===== config.mk =====
export PLATFORM = sky130hd
export DESIGN_NAME = sar_adc_top
export DESIGN_NICKNAME = d
export VERILOG_FILES = /design/src/logic/sar_pkg.sv /design/src/logic/sar_adc_top.sv /design/src/logic/sar_result.sv /design/src/logic/sar_convert.sv /design/src/logic/sar_reg_decode.sv
export VERILOG_INCLUDE_DIRS = /design/src /design/src/logic
export SDC_FILE = /design/constraint.sdc
export NUM_CORES = 1
export LEC_CHECK = 0
export BUFFER_PORTS_ARGS = -buffer_cell sky130_fd_sc_hd__buf_2
export CAP_MARGIN = 10
export CORE_MARGIN = 2
export CORE_UTILIZATION = 40
export DETAILED_ROUTE_END_ITERATION = 10
export PLACE_DENSITY = 0.66
export RECOVER_POWER = 50
export SETUP_SLACK_MARGIN = 0.1
export SLEW_MARGIN = 30
export SYNTH_ARGS = -nofsm -noshare
export SYNTH_HDL_FRONTEND = slang
export SYNTH_HIERARCHICAL = 1
export SYNTH_SLANG_ARGS = --single-unit

===== constraint.sdc =====
create_clock -name clk -period 3.55 [get_ports clk]
set_clock_uncertainty 0.15 [all_clocks]
set_input_delay 0.71 -clock clk [delete_from_list [all_inputs] [get_ports clk]]
set_output_delay 0.71 -clock clk [all_outputs]
set_load 0.05 [all_outputs]

===== src/logic/sar_defs.svh =====
// shared sizes and register map for the sar adc peripheral, include wherever a width is needed
`ifndef SAR_DEFS_SVH
`define SAR_DEFS_SVH

////////////////////////////////////////
// converter sizing
////////////////////////////////////////

`define SAR_ADC_BITS 10     // resolution, one bit per step
`define SAR_CHANNELS 4      // analog inputs vin0..vin3
`define SAR_VIN_W    16     // width of an input or vref code

////////////////////////////////////////
// wishbone slave sizing
////////////////////////////////////////

`define SAR_WB_DW 32        // data width
`define SAR_WB_AW 4         // word address width

////////////////////////////////////////
// register map, word addresses
////////////////////////////////////////

`define SAR_ADDR_CMD     0  // start bit + channel, write only
`define SAR_ADDR_THRESH  1  // over-threshold level
`define SAR_ADDR_STATUS  2  // busy, overrun, over flags

// result codes, one word per channel from here up
`define SAR_ADDR_RESULT0 4

`endif

===== src/logic/sar_pkg.sv =====
// types shared by the sar adc stages and the testbench, import where a code or channel is used
`default_nettype none

`include "sar_defs.svh"

package sar_pkg;

    // one converted sample
    typedef logic [`SAR_ADC_BITS-1:0] adc_code_t;

    // channel index
    typedef logic [$clog2(`SAR_CHANNELS)-1:0] chan_t;

    ////////////////////////////////////////
    // bus write word views
    ////////////////////////////////////////

    // CMD register layout
    typedef struct packed {
        logic [`SAR_WB_DW-2-$bits(chan_t):0] rsvd;   // ignored
        chan_t                               chan;   // bits 2:1
        logic                                start;  // bit 0
    } cmd_view_t;

    // THRESH register layout
    typedef struct packed {
        logic [`SAR_WB_DW-`SAR_ADC_BITS-1:0] rsvd;   // ignored
        adc_code_t                           code;   // bits 9:0
    } thresh_view_t;

    // same 32 bits, picked apart by address in the decode stage
    typedef union packed {
        cmd_view_t    cmd;
        thresh_view_t thresh;
    } wb_wdata_u;

endpackage

`default_nettype wire


===== src/logic/sar_adc_top.sv =====
// top of the four-channel sar adc peripheral, wishbone slave plus analog-code inputs
`timescale 1ns/100ps
`default_nettype none

`include "sar_defs.svh"

module sar_adc_top (
    input  wire logic                  clk,
    input  wire logic                  rst_n,
    input  wire logic                  cyc,
    input  wire logic                  stb,
    input  wire logic                  we,
    input  wire logic [`SAR_WB_AW-1:0] adr,
    input  wire logic [`SAR_WB_DW-1:0] dat_w,
    output logic      [`SAR_WB_DW-1:0] dat_r,
    output logic                       ack,
    input  wire logic [`SAR_VIN_W-1:0] vin0,
    input  wire logic [`SAR_VIN_W-1:0] vin1,
    input  wire logic [`SAR_VIN_W-1:0] vin2,
    input  wire logic [`SAR_VIN_W-1:0] vin3,
    input  wire logic [`SAR_VIN_W-1:0] vref,
    output logic                       done
);
    import sar_pkg::*;

    ////////////////////////////////////////
    // stage wiring
    ////////////////////////////////////////

    logic                     start_req, busy;
    chan_t                    start_chan;
    logic                     conv_valid;
    adc_code_t                conv_code;
    chan_t                    conv_chan;
    adc_code_t                threshold;
    logic                     overrun_set, status_rd, overrun;
    adc_code_t                result_code0, result_code1, result_code2, result_code3;
    logic [`SAR_CHANNELS-1:0] over_flags;

    // decode
    sar_reg_decode i_decode (
        .clk, .rst_n, .cyc, .stb, .we, .adr, .dat_w, .busy,
        .result_code0, .result_code1, .result_code2, .result_code3,
        .over_flags, .overrun, .dat_r, .ack,
        .start_req, .start_chan, .threshold, .overrun_set, .status_rd
    );

    // execute
    sar_convert i_convert (
        .clk, .rst_n, .start_req, .start_chan,
        .vin0, .vin1, .vin2, .vin3, .vref,
        .busy, .conv_valid, .conv_code, .conv_chan
    );

    // result
    sar_result i_result (
        .clk, .rst_n, .conv_valid, .conv_code, .conv_chan,
        .threshold, .overrun_set, .status_rd,
        .result_code0, .result_code1, .result_code2, .result_code3,
        .over_flags, .overrun, .done
    );

endmodule

`default_nettype wire


===== src/logic/sar_result.sv =====
// result stage of the sar adc, stores codes per channel and keeps the sticky status flags
`timescale 1ns/100ps
`default_nettype none

`include "sar_defs.svh"

module sar_result (
    input  wire logic                  clk,
    input  wire logic                  rst_n,
    input  wire logic                  conv_valid,   // code from convert
    input  wire sar_pkg::adc_code_t    conv_code,
    input  wire sar_pkg::chan_t        conv_chan,
    input  wire sar_pkg::adc_code_t    threshold,
    input  wire logic                  overrun_set,  // refused start
    input  wire logic                  status_rd,    // clears overrun
    output sar_pkg::adc_code_t         result_code0,
    output sar_pkg::adc_code_t         result_code1,
    output sar_pkg::adc_code_t         result_code2,
    output sar_pkg::adc_code_t         result_code3,
    output logic [`SAR_CHANNELS-1:0]   over_flags,
    output logic                       overrun,
    output logic                       done          // one pulse per stored code
);
    import sar_pkg::*;

    adc_code_t codes [`SAR_CHANNELS];
    logic      over_now;

    // compare against the live threshold at store time
    assign over_now = conv_code > threshold;

    ////////////////////////////////////////
    // code store and over flags
    ////////////////////////////////////////

    always_ff @(posedge clk) begin
        if (!rst_n) begin
            for (int i = 0; i < `SAR_CHANNELS; i++) begin
                codes[i] <= '0;
            end
            over_flags <= '0;
            done       <= 1'b0;
        end else begin
            done <= conv_valid;
            if (conv_valid) begin
                codes[conv_chan]      <= conv_code;
                over_flags[conv_chan] <= over_now;   // equal or below clears
            end
        end
    end

    // overrun is sticky until status is read
    always_ff @(posedge clk) begin
        if (!rst_n)
            overrun <= 1'b0;
        else if (overrun_set)
            overrun <= 1'b1;   // set beats a clear in the same cycle
        else if (status_rd)
            overrun <= 1'b0;
    end

    assign result_code0 = codes[0];
    assign result_code1 = codes[1];
    assign result_code2 = codes[2];
    assign result_code3 = codes[3];

endmodule

`default_nettype wire


===== src/logic/sar_convert.sv =====
// successive-approximation engine, samples one channel and resolves one bit per clock
`timescale 1ns/100ps
`default_nettype none

`include "sar_defs.svh"

module sar_convert (
    input  wire logic                  clk,
    input  wire logic                  rst_n,
    input  wire logic                  start_req,   // one-cycle start from decode
    input  wire sar_pkg::chan_t        start_chan,
    input  wire logic [`SAR_VIN_W-1:0] vin0,
    input  wire logic [`SAR_VIN_W-1:0] vin1,
    input  wire logic [`SAR_VIN_W-1:0] vin2,
    input  wire logic [`SAR_VIN_W-1:0] vin3,
    input  wire logic [`SAR_VIN_W-1:0] vref,        // full scale
    output logic                       busy,
    output logic                       conv_valid,  // one cycle, code ready
    output sar_pkg::adc_code_t         conv_code,
    output sar_pkg::chan_t             conv_chan
);
    import sar_pkg::*;

    localparam int IDX_W = $clog2(`SAR_ADC_BITS);

    logic [IDX_W-1:0]      bit_idx;      // bit being resolved, msb first
    logic [`SAR_VIN_W-1:0] vin_sel;
    logic [`SAR_VIN_W-1:0] residue;      // input left to resolve
    logic [`SAR_VIN_W-1:0] trial;        // dac level, halves each step
    logic [`SAR_VIN_W-1:0] trial_half;
    logic [`SAR_VIN_W-1:0] residue_nxt;
    logic                  step_bit;
    logic                  take;         // start accepted this cycle
    adc_code_t             code;
    chan_t                 chan;

    assign take = start_req & ~busy;

    always_comb begin
        case (start_chan)
            2'd0:    vin_sel = vin0;
            2'd1:    vin_sel = vin1;
            2'd2:    vin_sel = vin2;
            default: vin_sel = vin3;
        endcase
    end

    ////////////////////////////////////////
    // one approximation step
    ////////////////////////////////////////

    assign trial_half  = trial >> 1;                 // halve first, then compare
    assign step_bit    = residue > trial_half;       // strictly greater
    assign residue_nxt = step_bit ? residue - trial_half : residue;

    // sequencing, 1 sample cycle then SAR_ADC_BITS bit cycles
    always_ff @(posedge clk) begin
        if (!rst_n) begin
            busy       <= 1'b0;
            conv_valid <= 1'b0;
            bit_idx    <= '0;
        end else begin
            conv_valid <= 1'b0;
            if (take) begin
                busy    <= 1'b1;
                bit_idx <= IDX_W'(`SAR_ADC_BITS - 1);
            end else if (busy) begin
                if (bit_idx == '0) begin
                    busy       <= 1'b0;         // lsb resolved
                    conv_valid <= 1'b1;
                end else begin
                    bit_idx <= bit_idx - 1'b1;
                end
            end
        end
    end

    // datapath
    always_ff @(posedge clk) begin
        if (take) begin
            residue <= vin_sel;       // sample the selected input
            trial   <= vref;
            chan    <= start_chan;
            code    <= '0;
        end else if (busy) begin
            code[bit_idx] <= step_bit;
            residue       <= residue_nxt;
            trial         <= trial_half;
        end
    end

    assign conv_code = code;
    assign conv_chan = chan;

endmodule

`default_nettype wire


===== src/logic/sar_reg_decode.sv =====
// wishbone classic register slave for the sar adc, issues start requests and serves reads
`timescale 1ns/100ps
`default_nettype none

`include "sar_defs.svh"

module sar_reg_decode (
    input  wire logic                   clk,
    input  wire logic                   rst_n,
    input  wire logic                   cyc,
    input  wire logic                   stb,
    input  wire logic                   we,
    input  wire logic [`SAR_WB_AW-1:0]  adr,
    input  wire logic [`SAR_WB_DW-1:0]  dat_w,
    input  wire logic                   busy,         // conversion running
    input  wire sar_pkg::adc_code_t     result_code0,
    input  wire sar_pkg::adc_code_t     result_code1,
    input  wire sar_pkg::adc_code_t     result_code2,
    input  wire sar_pkg::adc_code_t     result_code3,
    input  wire logic [`SAR_CHANNELS-1:0] over_flags,
    input  wire logic                   overrun,
    output logic [`SAR_WB_DW-1:0]       dat_r,
    output logic                        ack,
    output logic                        start_req,    // one-cycle pulse to convert
    output sar_pkg::chan_t              start_chan,
    output sar_pkg::adc_code_t          threshold,
    output logic                        overrun_set,  // refused start
    output logic                        status_rd     // acked status read
);
    import sar_pkg::*;

    wb_wdata_u             wr_word;   // dat_w seen as cmd or thresh
    adc_code_t             results [`SAR_CHANNELS];
    logic                  req;       // new access this cycle
    logic                  hit_cmd, hit_thresh, hit_status, hit_result;
    logic [`SAR_WB_DW-1:0] rd_word;
    logic [`SAR_WB_DW-1:0] status_word;

    assign wr_word = dat_w;
    assign results[0] = result_code0;
    assign results[1] = result_code1;
    assign results[2] = result_code2;
    assign results[3] = result_code3;

    // ack is high for one cycle, so a held stb is not taken twice
    assign req = cyc & stb & ~ack;

    assign hit_cmd    = (adr == `SAR_WB_AW'(`SAR_ADDR_CMD));
    assign hit_thresh = (adr == `SAR_WB_AW'(`SAR_ADDR_THRESH));
    assign hit_status = (adr == `SAR_WB_AW'(`SAR_ADDR_STATUS));
    assign hit_result = (adr >= `SAR_WB_AW'(`SAR_ADDR_RESULT0)) &&
                        (adr <  `SAR_WB_AW'(`SAR_ADDR_RESULT0 + `SAR_CHANNELS));

    ////////////////////////////////////////
    // read mux
    ////////////////////////////////////////

    always_comb begin
        status_word = '0;
        status_word[0] = busy;
        status_word[1] = overrun;
        status_word[4 +: `SAR_CHANNELS] = over_flags;   // bits 7:4

        rd_word = '0;                                   // unmapped and CMD read zero
        if (hit_status)
            rd_word = status_word;
        else if (hit_thresh)
            rd_word = `SAR_WB_DW'(threshold);
        else if (hit_result)
            rd_word = `SAR_WB_DW'(results[chan_t'(adr - `SAR_WB_AW'(`SAR_ADDR_RESULT0))]);
    end

    ////////////////////////////////////////
    // bus handshake and control pulses
    ////////////////////////////////////////

    always_ff @(posedge clk) begin
        if (!rst_n) begin
            ack         <= 1'b0;
            start_req   <= 1'b0;
            overrun_set <= 1'b0;
            status_rd   <= 1'b0;
            threshold   <= '0;
        end else begin
            ack         <= req;
            // pulses line up with ack
            start_req   <= req & we & hit_cmd & wr_word.cmd.start & ~busy;
            overrun_set <= req & we & hit_cmd & wr_word.cmd.start & busy;
            status_rd   <= req & ~we & hit_status;
            if (req && we && hit_thresh)
                threshold <= wr_word.thresh.code;
        end
    end

    // data and channel only matter while ack / start_req are high
    always_ff @(posedge clk) begin
        if (req) begin
            dat_r      <= rd_word;
            start_chan <= wr_word.cmd.chan;
        end
    end

endmodule

`default_nettype wire


==> flow_summary_export.csv, run 1 <==
group,metric,value,unit
sta,worst_pin_slew,1.51,ns
floorplanning,initial_core_util,0.405,
floorplanning,die_y,136,um
power_and_ir_drop,p_per_area,460,mW/mm2
logic_synthesis,synth_top_area_share,0.367,
global_route,grt_util_all_layers,0.181,
floorplanning,rows,48,
logic_synthesis,synth_most_common_cell,"edfxtp_1",
setup_path,critPathKind,"in2reg",
clock_tree,numCtsBuffers,17,
sta,min_period_over_period,0.828,
final_layout,syn2layout_area_growth,18.1,%
logic_synthesis,async_flop_share,0,
placement,dp_hpwl,11600,um
placement,dpl_cell_area,0.00755,mm2
logic_synthesis,avgSynthCellArea,10.5,um2
global_route,overflow,0,
global_route,grt_first_pass_wirelength,25400,um
clock_tree,cts-resized-gates,0,
setup_path,slowest_delay,1.12,ns
worst_hold_path,min_path_type,"reg2reg",
clock_tree,cts_root_buf,"clkbuf_16",
power_and_ir_drop,power_frac_clock,0.520,
logic_synthesis,synth-main-ff-cell,"edfxtp_1",
power_and_ir_drop,power.net_switching,0.822,mW
clock_tree,clock_latency,0.42,ns
setup_path,crit_chain,"clkbuf_1, clkbuf_1, nand2_1",
power_and_ir_drop,combinationalPowerShare,0.071,
floorplanning,core_region_area,0.0172,mm2
route,wl,15900,um
route,wire_per_inst,15.8,um
floorplanning,fp.dieW,136,um
logic_synthesis,syn_inst,665,
route,via_per_inst,5.25,
sta,slew_violations,38,
power_and_ir_drop,p_sw_frac,0.218,
sta,fin_crit,2.94,ns
placement,port_buffers,109,
logic_synthesis,synth-edff-count,85,
power_and_ir_drop,internal_power,2.96,mW
route,firstDrtPassIters,5,
final_layout,fill_cells,1628,
power_and_ir_drop,peakVddDrop,0.305,mV
placement,dp.cells,973,
setup_path,end_kind,"flip-flop",
job,drv_cap,1,
sta,hold_viol_final,0,
sta,setup_violations,0,
global_route,grt_pass1_vias,5008,
route,via_count,5274,
logic_synthesis,yosysSeqAreaShare,0.471,
setup_path,cp_max_fo,37,
sta,setup_ws,0.611,ns
power_and_ir_drop,total_power,3.78,mW
logic_synthesis,yosysTopAreaCell,"edfxtp_1",
sta,slew_headroom,-0.00607,
clock_tree,cts_tree,"built",
floorplanning,die_area,0.0185,mm2
power_and_ir_drop,p_leak,3.26,nW
logic_synthesis,ys_seq_elements,121,
global_route,grt_max_degree,38,
logic_synthesis,netlist_area,0.00696,mm2
setup_path,path_buf_inv,2,
clock_tree,cts-hold-fix-buffers,0,
logic_synthesis,ys_top_cells_by_area,"edfxtp_1 (37%), dfxtp_1 (10%), ha_1 (5.2%), mux4_2 (5.2%), nand2_1 (4.3%)",
setup_path,critPathSlowestCell,"clkbuf_1",
placement,pre_cts_ws,0.768,ns
clock_tree,clock-sinks,121,
logic_synthesis,yosys-top-cells-count,"edfxtp_1 (85), nand2_1 (80), nor2_1 (60)",
sta,finalSetupTns,0,ns
route,drt_iter0_drc,286,
setup_path,setup.worst_path.start_class,"input port",
final_layout,drive_above_1_share,0.236,
power_and_ir_drop,seq_power_share,0.409,
global_route,antenna_found_initial,0,
sta,rsz0062_at_grt,"no",
floorplanning,io_pins,155,
logic_synthesis,ys_types,78,
route,postRouteAntennaNets,0,
setup_path,required,3.35,ns
route,drc,0,
final_layout,nNetsFinal,918,
clock_tree,cts_buffer_depth,2,
run_status,status,"finished, violations left",
placement,gp_congestion,0.866,
run_status,violations,"max-capacitance violations, max-slew violations",
clock_tree,path_clk_slew,0.05,ns
final_layout,fin_cells,1005,
clock_tree,h-tree-depth,4,
final_layout,diodes,0,
setup_path,cp_common_cell,"clkbuf_1",
final_layout,finalInstanceArea,0.00821,mm2
sta,max_freq,340,MHz
logic_synthesis,yosys_warnings,6,
setup_path,crit_family,"buffers and inverters",
clock_tree,cts_setup_buffers,0,
setup_path,worst-endpoint-arrival,2.74,ns
==> worst min-delay path, stage by stage (launching register included) <==
cell and delay, ns:
dfxtp_1 0.30, a21oi_1 0.04, nor2_1 0.07
==> layout by cell type (no fill, tap or decap), types with 10 or more instances in the layout <==
| master | n |
|---|---|
| mux2i_1 | 21 |
| clkbuf_16 | 17 |
| dfxtp_1 | 36 |
| mux2_2 | 10 |
| nand3_1 | 32 |
| a21oi_1 | 18 |
| inv_1 | 46 |
| o21ai_0 | 27 |
| o21ai_1 | 11 |
| nor2_1 | 60 |
| edfxtp_1 | 85 |
| buf_2 | 100 |
| mux4_2 | 16 |
| ha_1 | 29 |
| nand4_1 | 13 |
| clkbuf_1 | 12 |
| conb_1 | 22 |
| nand2_1 | 80 |
==> registers in the layout (all words and copies together), names as in the netlist <==
| register | count |
|---|---|
| i_result/codes | 40 |
| i_convert/residue | 16 |
| i_convert/trial | 15 |
| i_convert/conv_code | 10 |
| i_decode/dat_r | 10 |
| i_decode/threshold | 10 |
| i_convert/bit_idx | 4 |
| i_result/over_flags | 4 |
| i_convert/conv_chan | 2 |
| i_decode/start_chan | 2 |
| i_convert/busy | 1 |
| i_convert/conv_valid | 1 |
| i_decode/ack | 1 |
| i_decode/overrun_set | 1 |
| i_decode/start_req | 1 |
| i_decode/status_rd | 1 |
| i_result/done | 1 |
| i_result/overrun | 1 |
==> stage by stage <==
step,utilization,hold slack (ns)
2_1_floorplan,-,0.263
3_3_place_gp,0.440,0.279
3_5_place_dp,0.440,0.286
4_1_cts,0.479,0.299
5_1_grt,0.478,0.341
6_report,0.478,0.291
==> per-layer routing <==
layer,global-route usage,part of all wire,vias up
li1,-,-,2582
met1,0.239,0.46,2490
met2,0.292,0.47,183
met4,0.0683,0.018,0
met5,0,0,-
met3,0.0403,0.058,19
==> power groups by stage <==
| stage | registers (mW) | clock network (mW) | logic (mW) |
|---|---|---|---|
| 2_1_floorplan | 1.59 | 0 | 0.186 |
| 4_1_cts | 1.55 | 1.99 | 0.270 |
| 6_report | 1.55 | 1.96 | 0.268 |
| 3_5_place_dp | 1.58 | 0 | 0.268 |
| 3_3_place_gp | 1.57 | 0 | 0.265 |
| 5_1_grt | 1.55 | 2.05 | 0.288 |
==> cell families (layout without fill, tap and decap cells) <==
family                   count (synthesis)  after routing  share of synthesized area
flip-flops                             121            121                      0.471
AND/OR/NAND/NOR                        241            241                      0.169
buffers and inverters                  102            196                     0.0791
adder cells (fa/ha/maj)                 30             30                     0.0550
multiplexers                            47             47                     0.0982
other                                    1             22                   0.000539
XOR/XNOR                                 6              6                    0.00756
AO/OA/AOI/OAI                          117            117                      0.120
==> final cells by class <==
type                            count  area (um2)  share of cell area
Inverter                           46         173              0.0210
Clock inverter                     14         245              0.0299
Sequential cell                   121        3270               0.399
Tap cell                          225         282              0.0343
Clock buffer                       18         429              0.0523
Multi-Input combinational cell    463        3220               0.392
Timing Repair Buffer              118         594              0.0724
==> worst paths after layout <==
path,startpoint,to,slack [ns],depth (start not counted)
worst max register to register,i_convert/residue[11]$_DFFE_PP_,i_convert/residue[14]$_DFFE_PP_,0.80,7
worst min-delay path,i_decode/overrun_set$_SDFF_PN0_,i_result/overrun$_SDFFE_PN0P_,0.29,2
worst max-delay path,rst_n,i_result/codes[3][5]$_DFFE_PP_,0.61,3
worst min register to register,i_decode/overrun_set$_SDFF_PN0_,i_result/overrun$_SDFFE_PN0P_,0.29,2
Note: power is estimated with default switching activity, not from simulation.
==> run 2: changes to the inputs <==
PLACE_DENSITY = 0.68   (was 0.66)
clock period = 2.6 ns   (was 3.55 ns; I/O delays follow)
==> run 2 against run 1 <==
  * The run now ends clean
  * Routed wire length grew 1.6%
  * Non-clock buffer count grew 14
  * Die area is the same
  * Cell count grew 1.4%
  * Sequential power grew 36%
  * Hold slack lost 0.12 ns
  * Via count grew 1.8%
  * Worst setup slack lost 0.44 ns
  * Register-to-register slack lost 0.59 ns
  * Clock-buffer cell count shrank 1
  * Critical endpoint is now i_decode/threshold[5]$_SDFFE_PN0P_
==> flow_summary_export.csv, run 2 (same netlist as run 1, synthesis figures left out) <==
group,metric,value,unit
clock_tree,cts-hold-fix-buffers,0,
global_route,antenna_found_initial,0,
power_and_ir_drop,p_per_area,604,mW/mm2
route,via_count,5369,
setup_path,cp_max_fo,12,
sta,max_freq,412,MHz
route,drt_iter0_drc,367,
global_route,grt_first_pass_wirelength,26100,um
setup_path,critPathKind,"in2reg",
final_layout,drive_above_1_share,0.234,
route,via_per_inst,5.27,
setup_path,required,2.78,ns
floorplanning,die_y,136,um
route,postRouteAntennaNets,0,
clock_tree,numCtsBuffers,17,
clock_tree,clock_latency,0.41,ns
power_and_ir_drop,peakVddDrop,0.485,mV
clock_tree,h-tree-depth,4,
setup_path,end_kind,"flip-flop",
route,wl,16200,um
sta,finalSetupTns,0,ns
final_layout,final_common_cell,"buf_2",
floorplanning,initial_core_util,0.405,
sta,slew_headroom,0.406,
final_layout,nNetsFinal,932,
clock_tree,path_clk_slew,0.05,ns
placement,port_buffers,109,
floorplanning,io_pins,155,
sta,min_period_over_period,0.934,
route,firstDrtPassIters,5,
final_layout,largest_reg_flops,40,
final_layout,regMostFlops,"i_result/codes",
final_layout,final_cell_mix,"buf_2 (93), edfxtp_1 (85), nand2_1 (80)",
final_layout,syn2layout_area_growth,18.7,%
placement,dp_hpwl,11600,um
sta,worst_pin_slew,0.878,ns
floorplanning,core_region_area,0.0172,mm2
global_route,grt_pass1_vias,5246,
placement,dp.cells,985,
clock_tree,cts_root_buf,"clkbuf_16",
floorplanning,die_area,0.0185,mm2
power_and_ir_drop,p_leak,3.29,nW
route,wire_per_inst,15.9,um
sta,fin_crit,2.43,ns
placement,gp_congestion,0.844,
run_status,status,"complete, no violations",
final_layout,largest_registers,"i_result/codes (40), i_convert/residue (16), i_convert/trial (15)",
final_layout,diodes,0,
worst_hold_path,min_path_type,"in2reg",
global_route,grt_util_all_layers,0.185,
route,drc,0,
clock_tree,clock-sinks,121,
final_layout,fin_cells,1019,
setup_path,setup.worst_path.start_class,"input port",
sta,rsz0062_at_grt,"no",
job,drv_cap,0,
setup_path,worst-endpoint-arrival,2.61,ns
clock_tree,cts_tree,"built",
floorplanning,rows,48,
sta,whs,0.170,ns
sta,slew_violations,0,
floorplanning,fp.dieW,136,um
power_and_ir_drop,total_power,4.99,mW
global_route,grt_max_degree,38,
global_route,overflow,0,
sta,setup_violations,0,
sta,hold_viol_final,0,
clock_tree,cts_buffer_depth,2,
final_layout,fill_cells,1621,
clock_tree,cts-resized-gates,0,
[run 2: cell count changes in the layout (fill, tap and decap cells not counted), sizes merged]
cell      delta
clkinv       +2
buf          +6
clkbuf       +7
inv          -1
clkinvlp     +1
bufinv       -1
[run 2: per-layer routing]
layer / global-route usage / share of wire / up-vias / routed length, um
li1: - / - / 2613 / -
met1: 0.238 / 0.43 / 2527 / 7010
met2: 0.307 / 0.48 / 207 / 7770
met3: 0.0421 / 0.068 / 22 / 1090
met4: 0.0631 / 0.018 / 0 / 286
met5: 0 / 0 / - / 0
[run 2: worst paths after layout]
check | start | endpoint | slack (ns) | cells past startpoint
max reg2reg | i_convert/trial[1]$_DFFE_PP_ | i_convert/residue[10]$_DFFE_PP_ | 0.21 | 8
max | adr[1] | i_decode/threshold[5]$_SDFFE_PN0P_ | 0.17 | 4
min reg2reg | i_decode/overrun_set$_SDFF_PN0_ | i_result/overrun$_SDFFE_PN0P_ | 0.29 | 2
min | dat_w[2] | i_decode/start_chan[1]$_DFFE_PP_ | 0.17 | 1
[run 2: timing repair]
item,CTS,global route
buffers inserted,2,0
cloned,0,0
pin swaps,1,1
endpoints found under the setup margin,16,2
[run 2: where the power goes]
group | internal (mW) | switching, mW
sequential | 2.09 | 0.0201
clock | 1.68 | 0.830
combinational | 0.141 | 0.227
[run 2: critical path: stages]
cell	delay, ns
clkbuf_1	0.27
nor4b_1	0.86
and3_1	0.68
mux2i_1	0.27
[run 2: cell type report]
type	instances	area, um2	share of cell area
clock buffer	17	425	0.0515
clock inverter	15	205	0.0248
inverter	46	173	0.0209
multi-input combinational	463	3200	0.388
sequential	121	3270	0.396
tap	225	282	0.0341
timing repair buffer	132	699	0.0847
[run 2: per-stage QoR]
step,utilization,worst slack (ns),instance area [um2]
2_1_floorplan,-,0.209,7050
3_3_place_gp,0.446,0.0995,7650
3_5_place_dp,0.446,0.0392,7650
4_1_cts,0.484,0.223,8310
5_1_grt,0.481,0.0896,8260
6_report,0.481,0.172,8260
